## src/source/sync_pkg.sv

```systemverilog
package sync_pkg;

    localparam int SAMPLE_DW = 16;

    typedef struct packed {
        logic [SAMPLE_DW-1:0] re;
        logic [SAMPLE_DW-1:0] im;
    } iq_sample_t;

    typedef struct packed {
        iq_sample_t data;
        logic       valid;
    } iq_stream_t;

    // decimation filter
    localparam int CIC_RATE       = 2;
    localparam int CIC_ORDER      = 2;
    localparam int CIC_GAIN_SHIFT = 2;  // gain (R*M)^N = 4
    localparam int CIC_ACC_DW     = SAMPLE_DW + CIC_ORDER * $clog2(CIC_RATE);
    localparam int CIC_CNT_W      = $clog2(CIC_RATE);

    // sign patterns, msb is the oldest sample, 1 = +1 and 0 = -1
    localparam int PSS_LEN = 16;
    localparam logic [PSS_LEN-1:0] PSS_SEQ_0 = 16'hE4B1;
    localparam logic [PSS_LEN-1:0] PSS_SEQ_1 = 16'h3A69;
    localparam logic [PSS_LEN-1:0] PSS_SEQ_2 = 16'h8D2E;

    typedef logic [1:0] nid2_t;

    localparam int DELAY_LEN = 1;  // matches correlator latency

    // framing
    localparam int CP_LEN         = 4;
    localparam int SYM_LEN        = 8;
    localparam int SYMS_PER_BURST = 2;
    localparam int FRM_CNT_W      = $clog2(SYM_LEN);

    typedef logic [0:0] sym_idx_t;

    typedef struct packed {
        iq_sample_t data;
        logic       valid;
        logic       first;
        logic       last;
        sym_idx_t   index;
    } framed_stream_t;

endpackage

```

## src/source/cic_decimator.sv

```systemverilog
`timescale 1ns/10ps

module cic_decimator import sync_pkg::*; (
    input  logic                 clk_i,
    input  logic                 reset_ni,
    input  logic [SAMPLE_DW-1:0] in_data_i,
    input  logic                 in_valid_i,
    output logic [SAMPLE_DW-1:0] out_data_o,
    output logic                 out_valid_o
);

    logic signed [CIC_ACC_DW-1:0] in_ext;
    logic signed [CIC_ACC_DW-1:0] integ_q   [CIC_ORDER];
    logic signed [CIC_ACC_DW-1:0] integ_d   [CIC_ORDER];
    logic signed [CIC_ACC_DW-1:0] comb_dly  [CIC_ORDER];  // one low-rate sample per stage
    logic signed [CIC_ACC_DW-1:0] comb_d    [CIC_ORDER+1];
    logic signed [CIC_ACC_DW-1:0] comb_shift;
    logic        [CIC_CNT_W-1:0]  rate_cnt;
    logic                         take;

    assign in_ext = {{(CIC_ACC_DW-SAMPLE_DW){in_data_i[SAMPLE_DW-1]}}, in_data_i};
    assign take   = in_valid_i && (rate_cnt == '0);

    // integrators see the current input, so the combs run on the fresh sum
    always_comb begin
        integ_d[0] = integ_q[0] + in_ext;
        for (int i = 1; i < CIC_ORDER; i++) begin
            integ_d[i] = integ_q[i] + integ_d[i-1];
        end
        comb_d[0] = integ_d[CIC_ORDER-1];
        for (int i = 0; i < CIC_ORDER; i++) begin
            comb_d[i+1] = comb_d[i] - comb_dly[i];
        end
    end

    assign comb_shift = comb_d[CIC_ORDER] >>> CIC_GAIN_SHIFT;

    always_ff @(posedge clk_i) begin
        if (!reset_ni) begin
            for (int i = 0; i < CIC_ORDER; i++) begin
                integ_q[i]  <= '0;
                comb_dly[i] <= '0;
            end
            rate_cnt    <= '0;
            out_valid_o <= 1'b0;
        end else begin
            out_valid_o <= take;
            if (in_valid_i) begin
                integ_q  <= integ_d;
                rate_cnt <= (rate_cnt == CIC_CNT_W'(CIC_RATE - 1)) ? '0 : rate_cnt + 1'b1;
            end
            if (take) begin
                for (int i = 0; i < CIC_ORDER; i++) begin
                    comb_dly[i] <= comb_d[i];
                end
            end
        end
    end

    always_ff @(posedge clk_i) begin
        if (take) out_data_o <= comb_shift[SAMPLE_DW-1:0];  // wraps on overflow
    end

endmodule

```

## src/source/pss_correlator.sv

```systemverilog
`timescale 1ns/10ps

module pss_correlator import sync_pkg::*; (
    input  logic       clk_i,
    input  logic       reset_ni,
    input  iq_stream_t dec_i,
    output logic       peak_valid_o,
    output nid2_t      peak_nid2_o
);

    logic [PSS_LEN-1:0] win_q;
    logic [PSS_LEN-1:0] win_next;
    logic [PSS_LEN-1:0] fill_q;     // marks how far the window is filled
    logic [PSS_LEN-1:0] fill_next;
    logic               sign_bit;
    logic [2:0]         hit;
    logic               match;
    nid2_t              hit_nid2;

    assign sign_bit  = ~dec_i.data.re[SAMPLE_DW-1];  // 1 for re >= 0
    assign win_next  = {win_q[PSS_LEN-2:0], sign_bit};
    assign fill_next = {fill_q[PSS_LEN-2:0], 1'b1};

    // exact match on the window including the incoming sample
    assign hit[0] = (win_next == PSS_SEQ_0);
    assign hit[1] = (win_next == PSS_SEQ_1);
    assign hit[2] = (win_next == PSS_SEQ_2);
    assign match  = fill_next[PSS_LEN-1] && (|hit);

    always_comb begin
        if (hit[0]) begin
            hit_nid2 = 2'd0;
        end else if (hit[1]) begin
            hit_nid2 = 2'd1;
        end else begin
            hit_nid2 = 2'd2;
        end
    end

    always_ff @(posedge clk_i) begin
        if (!reset_ni) begin
            win_q        <= '0;
            fill_q       <= '0;
            peak_valid_o <= 1'b0;
            peak_nid2_o  <= '0;
        end else begin
            peak_valid_o <= 1'b0;
            if (dec_i.valid) begin
                win_q  <= win_next;
                fill_q <= fill_next;
                if (match) begin
                    peak_valid_o <= 1'b1;
                    peak_nid2_o  <= hit_nid2;  // held until the next detection
                end
            end
        end
    end

endmodule

```

## src/source/sample_delay.sv

```systemverilog
`timescale 1ns/10ps

module sample_delay import sync_pkg::*; (
    input  logic       clk_i,
    input  logic       reset_ni,
    input  iq_stream_t in_i,
    output iq_stream_t out_o
);

    iq_stream_t dly_q [DELAY_LEN];

    always_ff @(posedge clk_i) begin
        if (!reset_ni) begin
            for (int i = 0; i < DELAY_LEN; i++) begin
                dly_q[i] <= '0;
            end
        end else begin
            dly_q[0] <= in_i;
            for (int i = 1; i < DELAY_LEN; i++) begin
                dly_q[i] <= dly_q[i-1];
            end
        end
    end

    assign out_o = dly_q[DELAY_LEN-1];

endmodule

```

## src/source/symbol_framer.sv

```systemverilog
`timescale 1ns/10ps

module symbol_framer import sync_pkg::*; (
    input  logic           clk_i,
    input  logic           reset_ni,
    input  iq_stream_t     stream_i,
    input  logic           peak_valid_i,
    output framed_stream_t sym_o
);

    typedef enum logic [1:0] {
        ST_IDLE,
        ST_PREFIX,
        ST_BODY
    } frm_state_t;

    frm_state_t           state;
    logic [FRM_CNT_W-1:0] samp_cnt;
    sym_idx_t             sym_cnt;
    logic                 body_last;

    assign body_last = (samp_cnt == FRM_CNT_W'(SYM_LEN - 1));

    always_ff @(posedge clk_i) begin
        if (!reset_ni) begin
            state    <= ST_IDLE;
            samp_cnt <= '0;
            sym_cnt  <= '0;
            sym_o    <= '0;
        end else begin
            sym_o.valid <= 1'b0;
            sym_o.first <= 1'b0;
            sym_o.last  <= 1'b0;
            case (state)
                ST_IDLE: begin
                    // sample arriving with the peak is the last pss sample, not counted
                    if (peak_valid_i) begin
                        state    <= ST_PREFIX;
                        samp_cnt <= '0;
                        sym_cnt  <= '0;
                    end
                end
                ST_PREFIX: begin
                    if (stream_i.valid) begin
                        if (samp_cnt == FRM_CNT_W'(CP_LEN - 1)) begin
                            state    <= ST_BODY;
                            samp_cnt <= '0;
                        end else begin
                            samp_cnt <= samp_cnt + 1'b1;
                        end
                    end
                end
                ST_BODY: begin
                    if (stream_i.valid) begin
                        sym_o.data  <= stream_i.data;
                        sym_o.valid <= 1'b1;
                        sym_o.first <= (samp_cnt == '0);
                        sym_o.last  <= body_last;
                        sym_o.index <= sym_cnt;
                        if (body_last) begin
                            samp_cnt <= '0;
                            if (sym_cnt == sym_idx_t'(SYMS_PER_BURST - 1)) begin
                                state <= ST_IDLE;
                            end else begin
                                sym_cnt <= sym_cnt + 1'b1;
                                state   <= ST_PREFIX;  // next cyclic prefix
                            end
                        end else begin
                            samp_cnt <= samp_cnt + 1'b1;
                        end
                    end
                end
                default: state <= ST_IDLE;
            endcase
        end
    end

endmodule

```

## src/source/sync_top.sv

```systemverilog
`timescale 1ns/10ps

module sync_top import sync_pkg::*; (
    input  logic           clk_i,
    input  logic           reset_ni,
    input  iq_stream_t     in_i,
    output iq_stream_t     dec_o,
    output logic           peak_valid_o,
    output nid2_t          peak_nid2_o,
    output framed_stream_t sym_o
);

    logic [SAMPLE_DW-1:0] dec_re;
    logic [SAMPLE_DW-1:0] dec_im;
    logic                 dec_valid;
    iq_stream_t           dec_stream;
    iq_stream_t           dly_stream;
    logic                 peak_valid;
    nid2_t                peak_nid2;

    cic_decimator u_cic_re (
        .clk_i       (clk_i),
        .reset_ni    (reset_ni),
        .in_data_i   (in_i.data.re),
        .in_valid_i  (in_i.valid),
        .out_data_o  (dec_re),
        .out_valid_o (dec_valid)
    );

    // runs in lockstep with the real filter
    cic_decimator u_cic_im (
        .clk_i       (clk_i),
        .reset_ni    (reset_ni),
        .in_data_i   (in_i.data.im),
        .in_valid_i  (in_i.valid),
        .out_data_o  (dec_im),
        .out_valid_o ()
    );

    assign dec_stream = '{data: '{re: dec_re, im: dec_im}, valid: dec_valid};

    pss_correlator u_pss (
        .clk_i        (clk_i),
        .reset_ni     (reset_ni),
        .dec_i        (dec_stream),
        .peak_valid_o (peak_valid),
        .peak_nid2_o  (peak_nid2)
    );

    sample_delay u_delay (
        .clk_i    (clk_i),
        .reset_ni (reset_ni),
        .in_i     (dec_stream),
        .out_o    (dly_stream)
    );

    symbol_framer u_framer (
        .clk_i        (clk_i),
        .reset_ni     (reset_ni),
        .stream_i     (dly_stream),
        .peak_valid_i (peak_valid),
        .sym_o        (sym_o)
    );

    assign dec_o        = dec_stream;  // debug taps
    assign peak_valid_o = peak_valid;
    assign peak_nid2_o  = peak_nid2;

endmodule

```

## config.mk

```make
export PLATFORM = sky130hd
export DESIGN_NAME = sync_top
export DESIGN_NICKNAME = d
export VERILOG_FILES = /design/src/source/sync_pkg.sv /design/src/source/cic_decimator.sv /design/src/source/pss_correlator.sv /design/src/source/sample_delay.sv /design/src/source/symbol_framer.sv /design/src/source/sync_top.sv
export SDC_FILE = /design/constraint.sdc
export NUM_CORES = 1
export LEC_CHECK = 0
export ABC_AREA = 1
export BUFFER_PORTS_ARGS = -buffer_cell sky130_fd_sc_hd__buf_2
export CORE_ASPECT_RATIO = 1.5
export CORE_UTILIZATION = 50
export CTS_BUF_LIST = sky130_fd_sc_hd__clkbuf_8
export DETAILED_ROUTE_END_ITERATION = 16
export PLACE_DENSITY_LB_ADDON = 0.15
export SLEW_MARGIN = 40
export SYNTH_ARGS = -nofsm -noshare
export SYNTH_HDL_FRONTEND = slang
export SYNTH_SLANG_ARGS = --single-unit
```

## constraint.sdc

```tcl
create_clock -name clk_i -period 16.3 [get_ports clk_i]
set_input_delay 1.63 -clock clk_i [delete_from_list [all_inputs] [get_ports clk_i]]
set_output_delay 1.63 -clock clk_i [all_outputs]
set_load 0.02 [all_outputs]
```

# Word-level counts from Yosys, hierarchy flattened
# Memory sizes are Yosys's and may differ from the RTL's.
# Cells that the tools add are included.
[word_totals]
out_inout_bits = 72
ff_bits = 182
inputBits = 35
elab_cells = 111
ramBits = 105
n_memories = 3
[op_classes]
n_addsub = 12
bitwise_logic = 7
eq_ne = 12
mux = 38
reduce_logical = 17
[mem_list]
columns = ["memory", "words", "width", "read_ports", "rd_ports_with_merged_regs", "write_ports", "line_no", "source"]
rows = [
  ["u_cic_im.comb_dly", 2, 18, 2, 0, 2, "cic_decimator.sv:15", "logic signed [CIC_ACC_DW-1:0] comb_dly [CIC_ORDER];"],
  ["u_cic_re.comb_dly", 2, 18, 2, 0, 2, "cic_decimator.sv:15", ""],
  ["u_delay.dly_q", 1, 33, 1, 0, 1, "sample_delay.sv:10", "iq_stream_t dly_q [DELAY_LEN];"],
]
[ops]
columns = ["cell", "n"]
rows = [
  ["$mux W18", 4],
  ["$sub A18 B18 Y18", 4],
  ["$add A18 B16 Y18", 2],
  ["$add A18 B18 Y18", 2],
  ["$mux W33", 1],
  ["$reduce_or A33 Y1", 1],
  ["$eq A16 B16 Y1 const B", 2],
  ["$mux W1", 17],
  ["$eq A16 B14 Y1 const B", 1],
  ["$mux W3", 5],
  ["$mux W2", 7],
  ["$pmux W3 S3", 1],
  ["$reduce_and A2 Y1", 4],
  ["$reduce_and A4 Y1", 2],
  ["$ne A2 B2 Y1 const B", 3],
  ["$pmux W2 S3", 1],
  ["$reduce_and A5 Y1", 1],
  ["$mux W4", 1],
  ["$ne A2 B1 Y1 const B", 2],
  ["$or A1 B1 Y1", 4],
  ["$add A1 B1 Y1 const B", 3],
  ["$add A3 B1 Y3 const B", 1],
  ["$eq A3 B2 Y1 const B", 1],
  ["$eq A3 B3 Y1 const B", 1],
  ["other kinds (11)", 15],
]

# Longest topological paths before layout
[logic_depth]
word_depth = 6
ltp_mapped = 34
ltp_nobuf = 34

# By module
# A second synthesis with hierarchy kept.
[unflattened]
cells_unflattened = 2141
area_unflattened_um2 = 16935.0
[by_module_without_submodules]
columns = ["mod", "cells_per_inst", "area_per_inst_um2", "seq_area_each_um2", "instances"]
rows = [
  ["cic_decimator at u_cic_re", 824, 6498.7, 2322.2, 1],
  ["cic_decimator at u_cic_im", 808, 6448.7, 2322.2, 1],
  ["symbol_framer", 232, 1725.4, 840.8, 1],
  ["pss_correlator", 173, 1272.5, 660.6, 1],
  ["sample_delay", 103, 982.2, 660.6, 1],
  ["sync_top", 1, 7.5, 0.0, 1],
]

# Worst setup path before layout
# No wires, ideal clock.
[synth_path]
kind = "input to register"
from = "input port in_i[17] in the netlist's numbering"
to = "register u_cic_re.out_data_o[15] (data pin)"
t_required_ns = 16.048
stages = 32
arrival_time_ns = 6.162
path_buffers = 0
setup_slack_ns = 9.886
cell_sequence = "ha_1 > inv_1 > fa_1 > nand3b_1 > nand2_1 > xor2_1 > ha_1 > nand2_1 > inv_1 > nand2_1 > nand2_1 > nor2_1 > o21ai_0 > xor2_1 > ha_1 > nand2_1 > nor2_1 > nand2_1 > o21ai_0 > a21oi_1 > o21ai_0 > xor2_1 > inv_1 > ha_1 > nand2_1 > nor2_1 > a221oi_1 > nand2_1 > a21oi_1 > inv_1 > nand2_1 > nand2_1"
[synth_rtl]
columns = ["element", "line_no", "source"]
rows = [
  ["from (decl)", "sync_top.sv:6", "input iq_stream_t in_i,"],
  ["to (signal assigned)", "cic_decimator.sv:61", "if (take) out_data_o <= comb_shift[SAMPLE_DW-1:0];"],
  ["to (decl)", "cic_decimator.sv:8", "output logic [SAMPLE_DW-1:0] out_data_o,"],
]

==> results.md <==
* CP max stage delay at 0.39 ns
* F_max at 0.153 GHz
* Xor/xnor share of the synthesized area at 6.02%
* Pin count of the biggest net entering global routing at 112
* Postcts setup bufs at 0
* Max-slew headroom at 46.1%
* Synth-to-layout area growth at 11.0%
* Skew-Pair Late Insertion Delay at 0.58 ns
* Fillers at 3098
* Adder-Cell Fraction of Synth Area at 11.6%
* Mapped Cells at 2090
* Critical Path Start: in_i[1]
* CP Max Fanout at 5
* Min Hold Slack at 0.444 ns
* CTS Buf Count at 45
* Die Wd at 151 um
* Top cells by count, synth: inv_1 (361), nor2_1 (288), nand2_1 (281), dfxtp_1 (183), o21ai_0 (151)
* DRT Pass-1 Iters at 4
* Outcome: completed
* Critical Path AT at 6.88 ns
* Post-synth ARST share at 0%
* Number of routed nets with antenna violations at 0
* Final hold vios at 0
* IO Pins at 107
* Slowest CP cell: fa_1
* Worst slew pin tran at 0.809 ns
* CORE AREA at 32700 um2
* Final setup TNS at 0 ns
* Row cnt at 81
* Syn_nets at 2276
* Reg clk slew, reported paths at 0.07 ns
* Post-Synthesis Cell Area at 16700 um2
* Final setup violation count at 0
* Violation count after the first detailed-route iteration at 496
* Placer Congestion at 0.899
* Most frequent cell after synthesis: inv_1
* Max-Cap Viols at 0
* Yosys top cell area share at 21.9%
* Die height at 226 um
* Yosys warns at 0
* Cell variety after synth at 55
* EDFF count, synth at 104
* Crit path launch type: input pin
* Tot GR Track Use at 20.8%
* Total congestion overflow at 0
* Flop and latch count out of synthesis at 287
* Clock skew at 0.0326 ns
* Minimum clock period at 6.55 ns
* First-pass GRT wire length at 58300 um
* Layout cells sized above 1 at 11.7%
* CTS root buf: clkbuf_8
* Reg2Reg Depth at 33
* Synth Area in Compound Gates at 14.3%
* Post-Syn Area per Cell at 7.99 um2
* Yosys top cell by area: dfxtp_1
* DR WL/cell at 13.0 um
* Hold WC Path Type: register to register
* Sequential-to-total area share from yosys stat at 40.6%
* Via density at 5.03
* Initial antenna violation count at 1
* Critical path class: input pin to register
* Simple-gate area share of the yosys netlist at 18.1%
* Reg2Reg Capture Point: u_cic_im.out_data_o[15]$_DFFE_PP_
* I/O Buffers at 106
* Most used cell along the critical path: nand2_1
* Clock Tree Buf Depth at 3
* Clock sink count at 287
* DRC viols at 0
* Routed vias at 13329
* Reg2reg setup slack at 10.55 ns
* H-tree depth at 2
* Fin nets at 2384
* R2R Path Start: u_cic_im.integ_q[18]$_SDFFE_PN0P_
* Largest family of logic cells by synthesized area: simple AND/OR/NAND/NOR gates
* Most common flop cell mapped by yosys: dfxtp_1
* WL final at 34400 um
* Vias in the first global route at 13054
* Setup crit end kind: register
* Post-CTS Resized at 0
* Synth area leaders: dfxtp_1 (22%), edfxtp_1 (19%), ha_1 (11%)
* Pins Over Slew Limit at 0
* Initial core utilization at 51.0%
* Die area at 34200 um2
* Worst EP required at 16.63 ns
* Multiplexer area fraction after synthesis at 0%
* Post-cts hold buffer count at 0
* Detailed Place HPWL at 25300 um
* Fin crit share at 40.2%
* CTS tree: built
* Worst Setup EP: u_cic_im.out_data_o[15]$_DFFE_PP_
* RSZ-0062 raised after global routing: false
-- worst min-delay path by stage --
stage	start	endpoint	slack [ns]	cells past startpoint
2_1_floorplan	u_framer.samp_cnt[2]$_SDFFE_PN0P_	u_framer.sym_o[2]$_SDFF_PN0_	0.43	1
3_3_place_gp	u_cic_im.out_data_o[9]$_DFFE_PP_	u_delay.dly_q[0][10]$_SDFF_PN0_	0.43	2
3_5_place_dp	u_cic_im.out_data_o[9]$_DFFE_PP_	u_delay.dly_q[0][10]$_SDFF_PN0_	0.44	2
4_1_cts	u_cic_im.out_data_o[9]$_DFFE_PP_	u_delay.dly_q[0][10]$_SDFF_PN0_	0.45	2
5_1_grt	u_cic_im.out_data_o[9]$_DFFE_PP_	u_delay.dly_q[0][10]$_SDFF_PN0_	0.47	2
6_report	u_cic_im.out_data_o[9]$_DFFE_PP_	u_delay.dly_q[0][10]$_SDFF_PN0_	0.44	2
-- layout make-up --
type | instances | area [um2] | area share [%]
sequential | 287 | 6790 | 36.6
antenna | 1 | 2.50 | 0.0135
clock inverter | 30 | 161 | 0.871
clock buffer | 54 | 743 | 4.01
timing repair buffer | 116 | 614 | 3.31
multi-input combinational | 1384 | 8350 | 45.0
inverter | 364 | 1370 | 7.38
tap | 415 | 519 | 2.80
-- logic make-up after synthesis --
family          after synthesis
simple gates                706
buf+inv                     419
compound gates              413
flops                       287
fa+ha+maj                   151
xor+xnor                    114
-- metal layers --
layer | part of all wire, % | wire (um) | vias up | GRT usage [%]
met2 | 50 | 17200 | 218 | 37.3
li1 | - | - | 7003 | -
met3 | 3.8 | 1310 | 62 | 3.29
met1 | 44 | 15100 | 6046 | 24.5
met4 | 2.4 | 843 | 0 | 8.10
met5 | 0 | 0 | - | 0
-- flip-flops by register name (all words and copies together) (netlist names), 15 cells and up --
name,flops
u_cic_re.comb_dly,36
u_cic_re.out_data_o,16
u_framer.sym_o,36
u_delay.dly_q,33
u_cic_im.comb_dly,36
u_cic_re.integ_q,36
u_cic_im.integ_q,36
u_pss.fill_q,15
u_pss.win_q,15
u_cic_im.out_data_o,16
-- worst max-delay path, delay by kind of cell --
kind	cells	cell delay (ns)
adders and majority gates	5	1.47
and+or+nand+nor	14	1.43
AOI/OAI and AO/OA	7	1.34
xor gates and xnor gates	3	0.70
buffers and inverters	5	0.31
-- stage by stage --
stage	utilization (%)	area, um2	instances	setup WS, ns
after detailed placement	53.9	17600	2566	9.14
final	56.6	18500	2651	9.75
after floorplan	-	16700	2090	9.89
after global routing	56.6	18500	2651	9.19
after global placement	53.8	17600	2566	9.27
after CTS	56.6	18500	2650	9.75
-- cells in the final DEF (no fill, tap or decap), types with 3 or more instances in the layout --
| master | count |
|---|---|
| a21boi_1 | 7 |
| a21boi_2 | 4 |
| a21o_1 | 12 |
| a21oi_1 | 147 |
| a21oi_2 | 8 |
| a31oi_1 | 12 |
| buf_2 | 104 |
| buf_4 | 11 |
| clkbuf_8 | 54 |
| clkinv_1 | 6 |
| clkinv_2 | 8 |
| dfxtp_1 | 183 |
| edfxtp_1 | 104 |
| fa_1 | 6 |
| ha_1 | 145 |
| inv_1 | 373 |
| inv_2 | 3 |
| nand2_1 | 280 |
| nand2_2 | 16 |
| nand2_4 | 3 |
| nand3_1 | 55 |
| nand3_2 | 18 |
| nand3b_1 | 4 |
| nand4_1 | 12 |
| nor2_1 | 288 |
| nor2_2 | 3 |
| nor3_1 | 14 |
| o211ai_1 | 29 |
| o21ai_0 | 150 |
| o21ai_1 | 11 |
| o21ai_2 | 12 |
| o21bai_1 | 4 |
| o31ai_1 | 3 |
| or2_2 | 3 |
| xnor2_1 | 37 |
| xor2_1 | 76 |
Power is not shown: default switching activity piles up to over one toggle a cycle in this logic, so the estimate is an artifact.
